**src/verilog/isa_pkg.sv**
```systemverilog
package isa_pkg;

	localparam int INSTR_W = 16;
	localparam int DATA_W = 16;
	localparam int REG_N = 8;
	localparam int REG_AW = 3;

	// Link register, also written by JAL and JALR.
	localparam logic [REG_AW-1:0] LINK_REG = 3'd7;

	// Field positions in the instruction word.
	localparam int OPC_LSB = 11;
	localparam int OPC_W = 5;
	localparam int RS_LSB = 8;
	localparam int RT_LSB = 5;
	localparam int RD_LSB = 2;
	localparam int FUNC_LSB = 0;
	localparam int FUNC_W = 2;

	localparam int IMM5_W = 5;
	localparam int IMM8_W = 8;
	localparam int IMM11_W = 11;

	typedef enum logic [OPC_W-1:0] {
		OP_HALT = 5'b00000, OP_NOP = 5'b00001, OP_SIIC = 5'b00010, OP_RTI = 5'b00011,
		OP_J = 5'b00100, OP_JR = 5'b00101, OP_JAL = 5'b00110, OP_JALR = 5'b00111,
		OP_ADDI = 5'b01000, OP_SUBI = 5'b01001, OP_XORI = 5'b01010, OP_ANDNI = 5'b01011,
		OP_BEQZ = 5'b01100, OP_BNEZ = 5'b01101, OP_BLTZ = 5'b01110, OP_BGEZ = 5'b01111,
		OP_ST = 5'b10000, OP_LD = 5'b10001, OP_SLBI = 5'b10010, OP_STU = 5'b10011,
		OP_ROLI = 5'b10100, OP_SLLI = 5'b10101, OP_RORI = 5'b10110, OP_SRLI = 5'b10111,
		OP_LBI = 5'b11000, OP_BTR = 5'b11001,
		OP_ALU_SHIFT = 5'b11010, OP_ALU_ARITH = 5'b11011,
		OP_SEQ = 5'b11100, OP_SLT = 5'b11101, OP_SLE = 5'b11110, OP_SCO = 5'b11111
	} opcode_e;

endpackage

```
**src/verilog/ctrl_pkg.sv**
```systemverilog
package ctrl_pkg;

	// Low two bits of the first eight follow the ISA function field.
	typedef enum logic [3:0] {
		ALU_ADD = 4'd0, ALU_SUB = 4'd1, ALU_XOR = 4'd2, ALU_ANDN = 4'd3,
		ALU_ROL = 4'd4, ALU_SLL = 4'd5, ALU_ROR = 4'd6, ALU_SRL = 4'd7,
		ALU_SEQ = 4'd8, ALU_SLT = 4'd9, ALU_SLE = 4'd10, ALU_SCO = 4'd11,
		ALU_BTR = 4'd12, ALU_PASSB = 4'd13, ALU_SLBI = 4'd14
	} alu_op_e;

	// RD_RT is the rd field of the format, which sits in the rt slot for I-format.
	typedef enum logic [1:0] {RD_RT, RD_RS, R7} dst_sel_e;

	typedef enum logic [1:0] {WB_ALU, WB_MEM, WB_LINK} wb_sel_e;

	typedef enum logic [2:0] {BR_NONE, BR_EQZ, BR_NEZ, BR_LTZ, BR_GEZ} br_cond_e;

	typedef struct packed {
		alu_op_e alu_op;
		logic alu_src_imm;
		logic sign_ext;
		dst_sel_e dst_sel;
		wb_sel_e wb_sel;
		logic reg_write;
		logic mem_read;
		logic mem_write;
		br_cond_e br_cond;
		logic jump;
		logic jump_reg;
	} ctrl_t;

	localparam ctrl_t CTRL_NOP = '{
		alu_op: ALU_ADD, alu_src_imm: 1'b0, sign_ext: 1'b0, dst_sel: RD_RT,
		wb_sel: WB_ALU, reg_write: 1'b0, mem_read: 1'b0, mem_write: 1'b0,
		br_cond: BR_NONE, jump: 1'b0, jump_reg: 1'b0
	};

endpackage

```
**src/verilog/ctrl_if.sv**
```systemverilog
`timescale 1ns/100ps

interface ctrl_if import isa_pkg::*, ctrl_pkg::*; ();

	logic valid;
	ctrl_t ctrl;
	logic [REG_AW-1:0] rs_idx;
	logic [REG_AW-1:0] rt_idx;
	logic [REG_AW-1:0] dst_idx;
	logic [DATA_W-1:0] imm;
	logic [DATA_W-1:0] pc;

	modport decode (output valid, ctrl, rs_idx, rt_idx, dst_idx, imm, pc);

	modport execute (input valid, ctrl, rs_idx, rt_idx, dst_idx, imm, pc);

endinterface

```
**src/verilog/exec_if.sv**
```systemverilog
`timescale 1ns/100ps

interface exec_if import isa_pkg::*; ();

	logic valid;
	logic reg_write;
	logic [REG_AW-1:0] dst_idx;
	logic [DATA_W-1:0] wr_data;
	logic redirect;
	logic [DATA_W-1:0] target;

	modport execute (output valid, reg_write, dst_idx, wr_data, redirect, target);

	modport result (input valid, reg_write, dst_idx, wr_data, redirect, target);

endinterface

```
**src/verilog/instr_decode.sv**
```systemverilog
`timescale 1ns/100ps

module instr_decode import isa_pkg::*, ctrl_pkg::*; (
	input logic clk,
	input logic rst_n,
	input logic instr_valid,
	input logic [INSTR_W-1:0] instr,
	input logic [DATA_W-1:0] instr_pc,
	ctrl_if.decode cq,
	output logic halt,
	output logic err
);

	opcode_e opcode;
	logic [FUNC_W-1:0] func;
	logic [FUNC_W-1:0] opc_func;
	ctrl_t ctrl;
	logic legal;
	logic is_halt;
	logic accept;
	logic ill_q;
	logic [3:0] imm_len;
	logic [DATA_W-1:0] imm_mask;
	logic [DATA_W-1:0] imm_ext;
	logic [REG_AW-1:0] rd_idx;
	logic [REG_AW-1:0] dst_idx;

	assign opcode = opcode_e'(instr[OPC_LSB +: OPC_W]);
	assign func = instr[FUNC_LSB +: FUNC_W];
	assign opc_func = instr[OPC_LSB +: FUNC_W];
	assign accept = instr_valid && !halt;

	always_comb begin
		ctrl = CTRL_NOP;
		legal = 1'b1;
		is_halt = 1'b0;
		imm_len = 4'(IMM5_W);
		rd_idx = instr[RT_LSB +: REG_AW];
		case (opcode)
			OP_HALT: begin
				is_halt = 1'b1;
			end
			OP_NOP, OP_SIIC, OP_RTI: begin
			end
			OP_ADDI, OP_SUBI, OP_XORI, OP_ANDNI: begin
				ctrl.alu_op = alu_op_e'({2'b00, opc_func});
				ctrl.alu_src_imm = 1'b1;
				// Only ADDI and SUBI sign extend.
				ctrl.sign_ext = ~opc_func[1];
				ctrl.reg_write = 1'b1;
			end
			OP_ROLI, OP_SLLI, OP_RORI, OP_SRLI: begin
				ctrl.alu_op = alu_op_e'({2'b01, opc_func});
				ctrl.alu_src_imm = 1'b1;
				ctrl.reg_write = 1'b1;
			end
			OP_ST, OP_LD, OP_STU: begin
				ctrl.alu_src_imm = 1'b1;
				ctrl.sign_ext = 1'b1;
				ctrl.mem_write = (opcode != OP_LD);
				ctrl.mem_read = (opcode == OP_LD);
				ctrl.reg_write = (opcode != OP_ST);
				ctrl.wb_sel = (opcode == OP_LD) ? WB_MEM : WB_ALU;
				ctrl.dst_sel = (opcode == OP_STU) ? RD_RS : RD_RT;
			end
			OP_LBI, OP_SLBI: begin
				ctrl.alu_op = (opcode == OP_LBI) ? ALU_PASSB : ALU_SLBI;
				ctrl.alu_src_imm = 1'b1;
				ctrl.sign_ext = (opcode == OP_LBI);
				ctrl.reg_write = 1'b1;
				ctrl.dst_sel = RD_RS;
				imm_len = 4'(IMM8_W);
			end
			OP_ALU_ARITH, OP_ALU_SHIFT: begin
				ctrl.alu_op = alu_op_e'({1'b0, opcode == OP_ALU_SHIFT, func});
				ctrl.reg_write = 1'b1;
				rd_idx = instr[RD_LSB +: REG_AW];
			end
			OP_BTR, OP_SEQ, OP_SLT, OP_SLE, OP_SCO: begin
				case (opcode)
					OP_BTR: ctrl.alu_op = ALU_BTR;
					OP_SEQ: ctrl.alu_op = ALU_SEQ;
					OP_SLT: ctrl.alu_op = ALU_SLT;
					OP_SLE: ctrl.alu_op = ALU_SLE;
					default: ctrl.alu_op = ALU_SCO;
				endcase
				ctrl.reg_write = 1'b1;
				rd_idx = instr[RD_LSB +: REG_AW];
				// Function bits are reserved here and must be zero.
				legal = (func == '0);
			end
			OP_BEQZ, OP_BNEZ, OP_BLTZ, OP_BGEZ: begin
				case (opcode)
					OP_BEQZ: ctrl.br_cond = BR_EQZ;
					OP_BNEZ: ctrl.br_cond = BR_NEZ;
					OP_BLTZ: ctrl.br_cond = BR_LTZ;
					default: ctrl.br_cond = BR_GEZ;
				endcase
				ctrl.sign_ext = 1'b1;
				imm_len = 4'(IMM8_W);
			end
			OP_J, OP_JAL, OP_JR, OP_JALR: begin
				ctrl.jump = 1'b1;
				ctrl.sign_ext = 1'b1;
				ctrl.jump_reg = (opcode == OP_JR) || (opcode == OP_JALR);
				imm_len = ctrl.jump_reg ? 4'(IMM8_W) : 4'(IMM11_W);
				if (opcode == OP_JAL || opcode == OP_JALR) begin
					ctrl.reg_write = 1'b1;
					ctrl.wb_sel = WB_LINK;
					ctrl.dst_sel = R7;
				end
			end
			default: begin
				legal = 1'b0;
			end
		endcase
	end

	always_comb begin
		imm_mask = (DATA_W'(1) << imm_len) - DATA_W'(1);
		imm_ext = instr & imm_mask;
		if (ctrl.sign_ext && instr[imm_len - 4'd1]) begin
			imm_ext = imm_ext | ~imm_mask;
		end
	end

	always_comb begin
		case (ctrl.dst_sel)
			RD_RS: dst_idx = instr[RS_LSB +: REG_AW];
			R7: dst_idx = LINK_REG;
			default: dst_idx = rd_idx;
		endcase
	end

	always_ff @(posedge clk or negedge rst_n) begin
		if (!rst_n) begin
			cq.valid <= 1'b0;
			halt <= 1'b0;
			ill_q <= 1'b0;
			err <= 1'b0;
		end else begin
			cq.valid <= accept && legal;
			halt <= halt || (accept && is_halt);
			// Err lines up with the write-back outputs.
			ill_q <= accept && !legal;
			err <= ill_q;
		end
	end

	always_ff @(posedge clk) begin
		if (accept) begin
			cq.ctrl <= ctrl;
			cq.rs_idx <= instr[RS_LSB +: REG_AW];
			cq.rt_idx <= instr[RT_LSB +: REG_AW];
			cq.dst_idx <= dst_idx;
			cq.imm <= imm_ext;
			cq.pc <= instr_pc;
		end
	end

endmodule

```
**src/verilog/alu_execute.sv**
```systemverilog
`timescale 1ns/100ps

module alu_execute import isa_pkg::*, ctrl_pkg::*; (
	ctrl_if.execute cq,
	exec_if.execute eq,
	output logic [REG_AW-1:0] rs_idx,
	output logic [REG_AW-1:0] rt_idx,
	input logic [DATA_W-1:0] rs_data,
	input logic [DATA_W-1:0] rt_data,
	input logic [DATA_W-1:0] mem_rdata,
	output logic mem_en,
	output logic mem_we,
	output logic [DATA_W-1:0] mem_addr,
	output logic [DATA_W-1:0] mem_wdata
);

	logic [DATA_W-1:0] op_a;
	logic [DATA_W-1:0] op_b;
	logic [3:0] shamt;
	logic [DATA_W-1:0] sum;
	logic carry;
	logic [2*DATA_W-1:0] rot_l;
	logic [2*DATA_W-1:0] rot_r;
	logic [DATA_W-1:0] rev;
	logic [DATA_W-1:0] alu_res;
	logic [DATA_W-1:0] link_pc;
	logic [DATA_W-1:0] br_base;
	logic taken;

	assign rs_idx = cq.rs_idx;
	assign rt_idx = cq.rt_idx;

	assign op_a = rs_data;
	assign op_b = cq.ctrl.alu_src_imm ? cq.imm : rt_data;
	assign shamt = op_b[3:0];

	assign {carry, sum} = {1'b0, op_a} + {1'b0, op_b};
	assign rot_l = {op_a, op_a} << shamt;
	assign rot_r = {op_a, op_a} >> shamt;

	always_comb begin
		for (int i = 0; i < DATA_W; i++) begin
			rev[i] = op_a[DATA_W-1-i];
		end
	end

	always_comb begin
		case (cq.ctrl.alu_op)
			ALU_ADD: alu_res = sum;
			// Subtract takes A from B.
			ALU_SUB: alu_res = op_b - op_a;
			ALU_XOR: alu_res = op_a ^ op_b;
			ALU_ANDN: alu_res = op_a & ~op_b;
			ALU_ROL: alu_res = rot_l[2*DATA_W-1:DATA_W];
			ALU_SLL: alu_res = op_a << shamt;
			ALU_ROR: alu_res = rot_r[DATA_W-1:0];
			ALU_SRL: alu_res = op_a >> shamt;
			ALU_SEQ: alu_res = DATA_W'(op_a == op_b);
			ALU_SLT: alu_res = DATA_W'($signed(op_a) < $signed(op_b));
			ALU_SLE: alu_res = DATA_W'($signed(op_a) <= $signed(op_b));
			ALU_SCO: alu_res = DATA_W'(carry);
			ALU_BTR: alu_res = rev;
			ALU_PASSB: alu_res = op_b;
			ALU_SLBI: alu_res = (op_a << 8) | op_b;
			default: alu_res = sum;
		endcase
	end

	// Zero tests on rs.
	always_comb begin
		case (cq.ctrl.br_cond)
			BR_EQZ: taken = (op_a == '0);
			BR_NEZ: taken = (op_a != '0);
			BR_LTZ: taken = op_a[DATA_W-1];
			BR_GEZ: taken = !op_a[DATA_W-1];
			default: taken = 1'b0;
		endcase
	end

	assign link_pc = cq.pc + DATA_W'(2);
	assign br_base = cq.ctrl.jump_reg ? op_a : link_pc;

	assign mem_en = cq.valid && (cq.ctrl.mem_read || cq.ctrl.mem_write);
	assign mem_we = cq.valid && cq.ctrl.mem_write;
	assign mem_addr = sum;
	assign mem_wdata = rt_data;

	always_comb begin
		case (cq.ctrl.wb_sel)
			WB_MEM: eq.wr_data = mem_rdata;
			WB_LINK: eq.wr_data = link_pc;
			default: eq.wr_data = alu_res;
		endcase
	end

	assign eq.valid = cq.valid;
	assign eq.reg_write = cq.ctrl.reg_write;
	assign eq.dst_idx = cq.dst_idx;
	assign eq.redirect = taken || cq.ctrl.jump;
	assign eq.target = br_base + cq.imm;

endmodule

```
**src/verilog/result_stage.sv**
```systemverilog
`timescale 1ns/100ps

module result_stage import isa_pkg::*; (
	input logic clk,
	input logic rst_n,
	exec_if.result eq,
	input logic [REG_AW-1:0] rs_idx,
	input logic [REG_AW-1:0] rt_idx,
	output logic [DATA_W-1:0] rs_data,
	output logic [DATA_W-1:0] rt_data,
	output logic wb_valid,
	output logic [REG_AW-1:0] wb_reg,
	output logic [DATA_W-1:0] wb_data,
	output logic redirect,
	output logic [DATA_W-1:0] redirect_pc
);

	logic [DATA_W-1:0] regs [REG_N];
	logic do_write;

	assign do_write = eq.valid && eq.reg_write;

	// Register file comes out of reset as all zero.
	always_ff @(posedge clk or negedge rst_n) begin
		if (!rst_n) begin
			for (int i = 0; i < REG_N; i++) begin
				regs[i] <= '0;
			end
		end else if (do_write) begin
			regs[eq.dst_idx] <= eq.wr_data;
		end
	end

	assign rs_data = regs[rs_idx];
	assign rt_data = regs[rt_idx];

	always_ff @(posedge clk or negedge rst_n) begin
		if (!rst_n) begin
			wb_valid <= 1'b0;
			redirect <= 1'b0;
		end else begin
			wb_valid <= do_write;
			redirect <= eq.valid && eq.redirect;
		end
	end

	always_ff @(posedge clk) begin
		wb_reg <= eq.dst_idx;
		wb_data <= eq.wr_data;
		redirect_pc <= eq.target;
	end

endmodule

```
**src/verilog/core_slice_top.sv**
```systemverilog
`timescale 1ns/100ps

module core_slice_top import isa_pkg::*; (
	input logic clk,
	input logic rst_n,
	input logic instr_valid,
	input logic [INSTR_W-1:0] instr,
	input logic [DATA_W-1:0] instr_pc,
	input logic [DATA_W-1:0] mem_rdata,
	output logic mem_en,
	output logic mem_we,
	output logic [DATA_W-1:0] mem_addr,
	output logic [DATA_W-1:0] mem_wdata,
	output logic wb_valid,
	output logic [REG_AW-1:0] wb_reg,
	output logic [DATA_W-1:0] wb_data,
	output logic redirect,
	output logic [DATA_W-1:0] redirect_pc,
	output logic halt,
	output logic err
);

	logic [REG_AW-1:0] rs_idx;
	logic [REG_AW-1:0] rt_idx;
	logic [DATA_W-1:0] rs_data;
	logic [DATA_W-1:0] rt_data;

	ctrl_if u_ctrl_if ();
	exec_if u_exec_if ();

	instr_decode u_decode (
		.clk(clk),
		.rst_n(rst_n),
		.instr_valid(instr_valid),
		.instr(instr),
		.instr_pc(instr_pc),
		.cq(u_ctrl_if.decode),
		.halt(halt),
		.err(err)
	);

	alu_execute u_execute (
		.cq(u_ctrl_if.execute),
		.eq(u_exec_if.execute),
		.rs_idx(rs_idx),
		.rt_idx(rt_idx),
		.rs_data(rs_data),
		.rt_data(rt_data),
		.mem_rdata(mem_rdata),
		.mem_en(mem_en),
		.mem_we(mem_we),
		.mem_addr(mem_addr),
		.mem_wdata(mem_wdata)
	);

	result_stage u_result (
		.clk(clk),
		.rst_n(rst_n),
		.eq(u_exec_if.result),
		.rs_idx(rs_idx),
		.rt_idx(rt_idx),
		.rs_data(rs_data),
		.rt_data(rt_data),
		.wb_valid(wb_valid),
		.wb_reg(wb_reg),
		.wb_data(wb_data),
		.redirect(redirect),
		.redirect_pc(redirect_pc)
	);

endmodule

```
**config.mk**
```make
export PLATFORM = sky130hd
export DESIGN_NAME = core_slice_top
export DESIGN_NICKNAME = d
export VERILOG_FILES = /design/src/verilog/isa_pkg.sv /design/src/verilog/ctrl_pkg.sv /design/src/verilog/ctrl_if.sv /design/src/verilog/exec_if.sv /design/src/verilog/instr_decode.sv /design/src/verilog/alu_execute.sv /design/src/verilog/result_stage.sv /design/src/verilog/core_slice_top.sv
export SDC_FILE = /design/constraint.sdc
export NUM_CORES = 1
export LEC_CHECK = 0
export ABC_AREA = 1
export BUFFER_PORTS_ARGS = -buffer_cell sky130_fd_sc_hd__buf_2
export CORE_MARGIN = 4
export CORE_UTILIZATION = 30
export CTS_BUF_LIST = sky130_fd_sc_hd__clkbuf_4 sky130_fd_sc_hd__clkbuf_8 sky130_fd_sc_hd__clkbuf_16
export CTS_CLUSTER_SIZE = 25
export DETAILED_ROUTE_END_ITERATION = 12
export MAX_ROUTING_LAYER = met4
export PLACE_DENSITY_LB_ADDON = 0.12
export SETUP_SLACK_MARGIN = 0.2
export SLEW_MARGIN = 20
export SYNTH_ARGS = -nofsm -noshare
export SYNTH_HDL_FRONTEND = slang
export SYNTH_SLANG_ARGS = --single-unit
export TNS_END_PERCENT = 20
```
**constraint.sdc**
```tcl
create_clock -name clk -period 6.3 [get_ports clk]
set_input_delay 1.575 -clock clk [delete_from_list [all_inputs] [get_ports clk]]
set_output_delay 1.575 -clock clk [all_outputs]
set_load 0.01 [all_outputs]
```
Yosys cells after proc, flatten, opt, wreduce, memory -nomap -nowiden. Cells that the tools add are included.

Logic and storage cells: 184. Latch bits: 0. Memories kept: 0. Memory bits (writable): 0. Register bits after elaboration: 225. Bits of input ports: 51. Memory bits (read-only): 0.

Div/mod/pow operators: 0. Eq/ne operators: 53. Bitwise gates (word level): 11. Reduce and logical (&&, ||, !) cells: 35. Multipliers: 0. Shift-type cells: 5. Magnitude comparators: 7. Add/sub/neg operators: 6. Multiplexer cells: 36.

Operators with widths (number): case mux 16 bit (14 select lines) (1); bitwise mux 128 bit (1); 2-to-1 mux 16 bit (8); binary-select mux 16 bit (select 3 bit) (2); == test 5 bit, second input constant (16); demux 16 bit (select 3 bit) (1); == test 5 x 4 -> 1 bit, second input constant (8); AND 16 bit (2); inverter 16 bit (2); OR 16 bit (2); case mux 16 bit (2 select lines) (1); << shifter 32 x 4 -> 32 bit (1); >> shifter 32 x 4 -> 16 bit (1); == test 4 bit, second input constant (7); == test 5 x 3 -> 1 bit, second input constant (4); case mux 4 bit (5 select lines) (1); adder 16 x 16 -> 17 bit (1); OR reduction 17 bit (1); adder 16 bit (1); adder 16 x 2 -> 16 bit, second input constant (1); == test 16 bit (1); == test 4 x 3 -> 1 bit, second input constant (4); <= comparator 16 bit (1); logical NOT 16 bit (1); 48 further kinds (84).

Logic depth before layout (Yosys ltp). Gate-level depths: netlist of the first run.

Depth in word-level cells: 10. Mapped depth: 30.

Modules after synthesis. A second synthesis of the first run with hierarchy kept.

Cells, all modules: 2702. Area, all modules: 17840.9 um2.

By module, submodules not included: result_stage (area an instance 8509.4 um2, sequential area each 3953.8 um2, cells an instance 1207, instances 1); alu_execute (area an instance 6767.7 um2, sequential area each 0.0 um2, cells an instance 1292, instances 1); instr_decode (area an instance 2563.7 um2, sequential area each 1871.8 um2, cells an instance 203, instances 1).

Worst setup path after synthesis of the first run. No wires, ideal clock.

Kind: reg-to-output. From: reg u_decode.cq.rt_idx[1]. To: out mem_addr[14]. Stages on the path, launching flop included: 20. Setup slack: 1669 ps. Arrival time: 3056 ps. Required time: 4725 ps. Cells stage by stage: edfxtp_1 -> inv_2 -> buf_4 -> clkbuf_1 -> o21ai_0 -> o221ai_1 -> o21ai_0 -> nand2_1 -> o21a_1 -> inv_1 -> ha_1 -> buf_2 -> inv_1 -> nand2_1 -> nor2_1 -> inv_1 -> o211ai_1 -> inv_1 -> o21ai_0 -> xor2_1.

Cells in the longest elaborated chain, start to end: 6.

RTL lines: from (decl) (RTL line ctrl_if.sv:13) `modport decode (output valid, ctrl, rs_idx, rt_idx, dst_idx, imm, pc);`; from (signal assigned) (RTL line instr_decode.sv:154) `cq.rt_idx <= instr[RT_LSB +: REG_AW];`; inverter 3 -> 4 bit (not written as such) (RTL line result_stage.sv:35) `assign rt_data = regs[rt_idx];`; binary-select mux 16 bit (select 3 bit) (RTL line result_stage.sv:35); 2-to-1 mux 16 bit (not written as such) (2 in series) (RTL line result_stage.sv:35); 2-to-1 mux 16 bit (RTL line alu_execute.sv:34) `assign op_b = cq.ctrl.alu_src_imm ? cq.imm : rt_data;`; adder 16 x 16 -> 17 bit (RTL line alu_execute.sv:37) `assign {carry, sum} = {1'b0, op_a} + {1'b0, op_b};`; to (decl) (RTL line core_slice_top.sv:12) `output logic [DATA_W-1:0] mem_addr,`.

Every way passes these cells. The select of a mux whose other input is x is not followed.

Final worst setup path of the first run.
From: reg u_decode.cq.rt_idx[0]. To: out mem_addr[11].

Same word-level chain as after synthesis.

==> results of run 1 <==
[power groups by stage]
stage	clock network (mW)	registers [mW]	logic, mW
3_5_place_dp	0	2.39	3.83
4_1_cts	1.70	2.36	3.86
2_1_floorplan	0	2.31	2.39
6_report	1.66	2.37	3.93
3_3_place_gp	0	2.39	3.85
5_1_grt	1.76	2.43	4.30
[path summary, 6_finish.rpt]
kind	from	endpoint	slack, ns	cells after the start
max	u_decode.cq.rt_idx[0]	mem_addr[11]	0.54	17
min	u_decode.ill_q	u_decode.err	0.36	0
max reg2reg	u_decode.cq.rt_idx[0]	u_result.regs[73]	1.39	23
min reg2reg	u_decode.ill_q	u_decode.err	0.36	0
max in group asynchronous	rst_n	u_result.regs[123]	3.95	2
min in group asynchronous	rst_n	u_result.regs[79]	1.07	1
[cells by family after synthesis]
kind of cell	count (synthesis)	synth area share [%]
AND/OR/NAND/NOR	1430	35.5
AO/OA/AOI/OAI	433	14.3
buffers and inverters	374	9.57
flip-flops	225	33.3
adder cells (fa/ha/maj)	71	5.29
XOR/XNOR	39	1.99
other	1	0.0218
[cell usage in the layout, fill, tap and decap left out, types with 35 or more instances in the layout]
cell	count
a21oi_1	123
buf_2	122
buf_4	54
dfrtp_1	134
dfxtp_1	35
edfxtp_1	56
ha_1	66
inv_1	240
nand2_1	898
nand3_1	253
nor2_1	164
o21ai_0	177
[per-layer routing]
layer	track usage [%]	vias up
met3	3.31	125
met5	-	-
li1	-	8573
met1	36.8	8777
met4	8.56	0
met2	40.3	780
[worst max-delay path: stages, from the launching register on]
cell and delay [ns]:
edfxtp_1 0.47, bufinv_16 0.30, buf_4 0.21, nor2_1 0.05
o21ai_0 0.14, o21ai_0 0.09, buf_4 0.18, nand2_1 0.06
o21a_1 0.22, inv_1 0.07, ha_2 0.39, nor2_1 0.26
inv_1 0.09, nor2_1 0.24, nand4_1 0.15, nand3_1 0.20
xor2_2 0.28, buf_2 0.20
[metrics by stage]
| step | total power [mW] | cells | worst slack [ns] | hold slack (ns) | cell area, um^2 |
|---|---|---|---|---|---|
| after floorplan | 4.70 | 2574 | 1.67 | 0.331 | 17200 |
| after global placement | 6.24 | 3386 | 0.603 | 0.348 | 18500 |
| after detailed placement | 6.22 | 3386 | 0.750 | 0.344 | 18500 |
| after CTS | 7.92 | 3440 | 0.207 | 0.367 | 19500 |
| after global routing | 8.49 | 3444 | 0.182 | 0.374 | 19600 |
| final | 7.96 | 3444 | 0.544 | 0.365 | 19600 |
[synthesized netlist by cell type, drive strengths merged (4+ instances only)]
master	instances
buf	89
clkbuf	30
o211ai	25
o21ai	210
xor2	33
a21oi	124
nand3	268
a221oi	10
nand4	25
a21o	4
edfxtp	56
o22ai	11
o21a	11
nor2	166
o21bai	9
o31ai	5
nand2	940
or2	4
a31oi	6
o221ai	6
nor3	17
xnor2	6
dfrtp	134
inv	252
dfxtp	35
ha	68
[area by class of cell]
type	count	share of cell area [%]
Multi-Input combinational cell	1975	50.4
Sequential cell	225	29.3
Timing Repair Buffer	180	5.51
Inverter	255	5.04
Tap cell	756	4.83
Clock buffer	44	4.50
Clock inverter	7	0.352
Timing Repair inverter	1	0.0448
Antenna cell	1	0.0128
[what timing repair did]
item / 4_1_cts / 5_1_grt
resized for setup: 0 / 11
cloned: 0 / 1
setup endpoints to repair: 1 / 6
buffers inserted: 3 / 2
pin swaps: 0 / 1
==> metrics.log, run 1 <==
INFO  metric grt_start_max_net_pins = 91
INFO  metric critical_path_class = flip-flop to primary output
INFO  metric setup_viols_final = 0
INFO  metric max_cap_violations = 0
INFO  metric min-delay-path-class = flip-flop to flip-flop
INFO  metric top_layer = met4
INFO  metric die_w = 247 um
INFO  metric post_synth_inst_count = between 2,000 and 3,000
INFO  metric tns = 0 ns
INFO  metric ctsLongestPathBuffers = 3
INFO  metric clockPowerShare = 20.8%
INFO  metric power_switching_share = 47.2%
INFO  metric synth.avg_cell_area = 6.69 um^2
INFO  metric drtAntennaViolNets = 0
INFO  metric wire_length_on_met3 = 5650 um
INFO  metric asyncSetResetFlopFracSynth = about three fifths
INFO  metric final_max_slew_viol_count = 0
INFO  metric seq_power_share = a little under 30%
INFO  metric first_iter_violations = 2,033
INFO  metric floorplan.core_area = 56,600 um^2
INFO  metric worst_slew_margin_rel = 33.6%
INFO  metric p_per_area = 407 nW/um^2
INFO  metric clock_skew_after_layout = 0.0241 ns
INFO  metric wl_per_cell = 23.6 um
INFO  metric netSwitchingPower = around 3.8 mW
INFO  metric drcViolationCount = 0
INFO  metric nNetsFinal = 2,788
INFO  metric die_area = 61,200 um^2
INFO  metric rsz0062_at_grt = yes
INFO  metric m1WireLength = 36,700 um
INFO  metric cts_made_buffers = 28
INFO  metric filler_cell_count = 6,202
INFO  metric number_of_global_route_vias_before_repair = 17,400
INFO  metric worst_setup_path_end_kind = primary output
INFO  metric routed_wirelength = 81,300 um
INFO  metric die_h = about 250 um
INFO  metric comb_power_share = 49.4%
INFO  metric via_per_inst = 5.30
INFO  metric final_period_minus_worst_setup_slack = 5.76 ns
INFO  metric timing.fmax = between 150 and 200 MHz
INFO  metric tightestPinTransition = between 0.9 and 1 ns
INFO  metric vias = about 18,000
INFO  metric synth_enable_flop_cells = 56
INFO  metric outcome = finished, final reports clean
INFO  metric register_area = 5740 um^2
INFO  metric gr-usage-all-layers = 26.5%
INFO  metric max_flop_register = u_result.regs
INFO  metric worst_skew_pair.late_latency = 0.57 ns
INFO  metric worst_setup_path_start_kind = flip-flop
INFO  metric grt_pass1_wl = 118,000 um
INFO  metric finalHoldViolCount = 0
INFO  metric gpl.final_weighted_congestion = slightly above 1
INFO  metric syn2layout_area_growth = 13.7%
INFO  metric drive_gt1_share = roughly an eighth
INFO  metric ys_top_cells_by_area = nand2_1, dfrtp_1, edfxtp_1
INFO  metric peakVddDrop = 0.204 mV
INFO  metric leading_register_cell_type_out_of_synthesis = dfrtp_1
INFO  metric yosys.area.top_type_share = 19.6%
INFO  metric hpwlAfterDp = 60,500 um
INFO  metric max_reg_flops = 128
INFO  metric sequential_element_share_of_the_synthesized_area = 33.3%
INFO  metric floorplan.initialDensity = 30.4%
INFO  metric syn-cell-area = 17,200 um^2
INFO  metric p_int = 4.20 mW
INFO  metric numClockSinks = about 230
INFO  metric yosysWarnings = 0
INFO  metric worstPathArrival = 4.18 ns
INFO  metric synth.ff_latch_count = 225
INFO  metric hold_buffers = 0
INFO  metric fin_crit_sh = 91.4%
INFO  metric grt_antenna_before_repair = 2
INFO  metric drt_pass1_iterations = 6
INFO  metric core_occupancy_in_the_finished_layout = 34.6%
INFO  metric floorplan.io_pins = 124
INFO  metric synth.largest_area_cell = nand2_1
INFO  metric synth_cell_type_count = 62
INFO  metric multi_input_area = 9860 um^2
INFO  metric placementRows = between 80 and 90
INFO  metric placement.io_buffers = 123
INFO  metric clock_slew_seen_by_the_registers_of_the_worst_setup_and_hold_paths = 0.06 ns
INFO  metric crit_path_max_fanout = 27
INFO  metric cts_tree = yes
INFO  metric grt_residual_overflow = 0
INFO  metric cts.root.buffer_cell = clkbuf_16
INFO  metric worstPathRequired = 4.72 ns
INFO  metric wl_met2 = 36,000 um
INFO  metric h-tree-depth = 1
INFO  metric lkg_pwr = 9.76 nW
Power figures use the tool's default switching activity.
==> run 2: changes to the inputs <==
- ABC_AREA: 1 -> 0
==> run 2 against run 1 <==
  * Critical path depth is 2 lower
  * Clock-buffer cell count decreased by 7
  * Flip-flop and latch count unchanged
  * Clock power shrank 3%
  * Worst setup slack got worse by 0.21 ns
  * Wire length fell by 4.6%
  * Register-to-register slack worse by 0.54 ns
  * Combinational power up 56%
==> metrics.log, run 2 <==
INFO  metric outcome = finished, final reports clean
INFO  metric via_per_inst = 5.89
INFO  metric worstPathCellList = buf_4 > clkbuf_16 > mux4_2 > mux2_2 > mux2i_4 > inv_1 > ha_1 > nor3_2 > inv_1 > a32o_1 > o31ai_4 > o31ai_4 > a221oi_2 > xor2_1 > buf_2
INFO  metric synth_xor_area_share = 2.57%
INFO  metric yosysWarnings = 0
INFO  metric routed_wirelength = 77,600 um
INFO  metric nNetsFinal = 2,034
INFO  metric layout.cells.most_common_list = nand2_1, nor2_1, dfrtp_1
INFO  metric total_power = 10.2 mW
INFO  metric grt_pass1_wl = 110,000 um
INFO  metric syn2layout_area_growth = 17.1%
INFO  metric number_of_global_route_vias_before_repair = about 15,000
INFO  metric cts_tree = yes
INFO  metric worstPathRequired = approximately 4.7 ns
INFO  metric grt_start_max_net_pins = 86
INFO  metric synth_fa_ha_area_share = 5.35%
INFO  metric worstPathArrival = 4.39 ns
INFO  metric finalHoldViolCount = 0
INFO  metric worst_slew_margin_rel = between 20 and 30%
INFO  metric crit_path_max_fanout = 7
INFO  metric min-delay-path-class = flip-flop to flip-flop
INFO  metric max_reg_flops = approximately 130
INFO  metric ctsLongestPathBuffers = 3
INFO  metric rsz0062_at_grt = yes
INFO  metric wl_per_cell = 28.8 um
INFO  metric ys_top_cells_by_area = dfrtp_1, edfxtp_1, mux4_2
INFO  metric register_area = 5740 um^2
INFO  metric numClockSinks = about 230
INFO  metric synth_top_family_by_area = compound AO/OA/AOI/OAI gates
INFO  metric most_common_cell_after_layout_fill_and_taps_aside = nand2_1
INFO  metric lkg_pwr = 8.24 nW
INFO  metric yosys-top-cells-count = nand2_1, nor2_1, dfrtp_1
INFO  metric grt_antenna_before_repair = 4
INFO  metric clock_skew_after_layout = 0.0137 ns
INFO  metric filler_cell_count = 5,724
INFO  metric synth_simple_gate_area_share = 12.5%
INFO  metric final_max_slew_viol_count = 0
INFO  metric p_per_area = 510 nW/um^2
INFO  metric drtAntennaViolNets = 0
INFO  metric final_period_minus_worst_setup_slack = roughly 6.0 ns
INFO  metric hold_path_stages = 0
INFO  metric vias = 15,900
INFO  metric cts_made_buffers = 27
INFO  metric synth.ff_latch_count = roughly 230
INFO  metric hpwlAfterDp = 59,400 um
INFO  metric ff2ff_path_depth = 18
INFO  metric synth_enable_flop_cells = 56
INFO  metric reg2reg_to = u_result.regs[11]
INFO  metric tightestPinTransition = between 1 and 1.5 ns
INFO  metric floorplan.core_area = 56,300 um^2
INFO  metric critical_path_cell_with_the_highest_stage_delay = mux4_2
INFO  metric clock_slew_seen_by_the_registers_of_the_worst_setup_and_hold_paths = 0.06 ns
INFO  metric synth_compound_gate_area_share = a little under a quarter
INFO  metric sequential_element_share_of_the_synthesized_area = 33.7%
INFO  metric min_delay_worst_endpoint = u_decode.err
INFO  metric gr-usage-all-layers = ~25%
INFO  metric drcViolationCount = 0
INFO  metric die_h = 246 um
INFO  metric synth.largest_area_cell = dfrtp_1
INFO  metric leading_register_cell_type_out_of_synthesis = dfrtp_1
INFO  metric timing.reg2reg.setup_slack = 0.85 ns
INFO  metric drive_gt1_share = 24.9%
INFO  metric yosys.area.top_type_share = 19.7%
INFO  metric max_cap_violations = 0
INFO  metric die_w = 246 um
INFO  metric synth_cell_type_count = 94
INFO  metric placement.io_buffers = 123
INFO  metric grt_residual_overflow = 0
INFO  metric fin_crit_sh = 94.7%
INFO  metric h-tree-depth = 1
INFO  metric post-synth-top-count-cell = nand2_1
INFO  metric critical_path_class = flip-flop to primary output
INFO  metric startpoint_of_the_most_critical_hold_path = u_decode.ill_q
INFO  metric floorplan.initialDensity = a little under a third
INFO  metric first_iter_violations = 1,644
INFO  metric gpl.final_weighted_congestion = between 0.9 and 1
INFO  metric asyncSetResetFlopFracSynth = approximately 60%
INFO  metric crit_path_max_incr_delay = around 0.50 ns
INFO  metric synth.avg_cell_area = 9.55 um^2
INFO  metric timing.fmax = 168 MHz
INFO  metric post_synth_inst_count = 1,783
INFO  metric peakVddDrop = 0.195 mV
INFO  metric crit_buf_inv = 5
INFO  metric worst_skew_pair.late_latency = 0.55 ns
INFO  metric multi_input_area = 10,600 um^2
INFO  metric setup_viols_final = 0
INFO  metric placementRows = 87
INFO  metric hold_buffers = 0
INFO  metric max_flop_register = u_result.regs
INFO  metric syn-cell-area = ~17,000 um^2
INFO  metric cts.root.buffer_cell = clkbuf_16
INFO  metric die_area = slightly above 60,000 um^2
INFO  metric worstReg2RegStart = u_decode.cq.rt_idx[0]
INFO  metric critical_path.top_delay_family = multiplexers
INFO  metric tns = 0 ns
INFO  metric drt_pass1_iterations = 6
INFO  metric synth_mux_area_share = ~18%
INFO  metric worst_setup_path_start_kind = flip-flop
INFO  metric worst_setup_path_end_kind = primary output
INFO  metric floorplan.io_pins = 124
[run 2: cell count changes after synthesis, sizes merged, moves of 39 or more]
cell	delta
nand3	-236
mux2	+88
nor3	+40
mux4	+55
o31ai	+39
nand2	-798
o21ai	-121
mux2i	+80
inv	-171
[run 2: metrics by stage]
| step | hold WS, ns | cells | util [%] | worst slack, ns | cell area, um^2 |
|---|---|---|---|---|---|
| 3_3_place_gp | 0.340 | 2620 | 33.2 | 0.442 | 18700 |
| 4_1_cts | 0.363 | 2672 | 35.0 | 0.195 | 19700 |
| 6_report | 0.360 | 2691 | 35.5 | 0.331 | 20000 |
| 3_5_place_dp | 0.342 | 2620 | 33.2 | 0.386 | 18700 |
| 5_1_grt | 0.362 | 2691 | 35.5 | 0.125 | 20000 |
| 2_1_floorplan | 0.331 | 1784 | - | 0.570 | 17000 |
[run 2: cell families after synthesis]
group | count (synthesis)
other | 1
buffers and inverters | 204
and+or+nand+nor | 467
AOI/OAI and AO/OA | 542
DFF | 225
xor gates and xnor gates | 50
muxes | 223
adders and majority gates | 71
[run 2: worst max-delay path by stage]
stage / from / to / cells past startpoint
after floorplan: u_decode.cq.rt_idx[0] / mem_addr[15] / 17
after detailed placement: u_decode.cq.rt_idx[0] / mem_addr[15] / 14
after global placement: u_decode.cq.rt_idx[0] / mem_addr[15] / 14
after CTS: u_decode.cq.rt_idx[0] / mem_addr[15] / 14
after global routing: u_decode.cq.rt_idx[0] / mem_addr[15] / 16
final: u_decode.cq.rt_idx[0] / mem_addr[15] / 15
[run 2: area by class of cell]
class,instances,area share (%)
diodes,3,0.0376
clock buffers,37,3.79
clock inverters,12,0.759
inverters,85,1.60
multi-input cells,1355,53.2
flip-flops and latches,225,28.7
well taps,756,4.74
repair buffers,218,7.10
[run 2: repair_timing]
action,CTS,global route
cloned,1,1
buffers inserted,2,15
pin swaps,1,9
endpoints found under the setup margin,4,3
gates resized for setup,14,22
endpoints found under the hold margin,0,0
[run 2: power breakdown]
| group | switching [mW] | internal, mW |
|---|---|---|
| clock | 0.643 | 0.968 |
| sequential | 0.424 | 2.03 |
| combinational | 3.85 | 2.27 |
[run 2: per-layer routing]
layer / part of all wire [%] / global-route usage [%]
met1: 43 / 33.8
met2: 45 / 38.6
met3: 6.0 / 3.15
met4: 5.8 / 12.4
met5: 0 / -
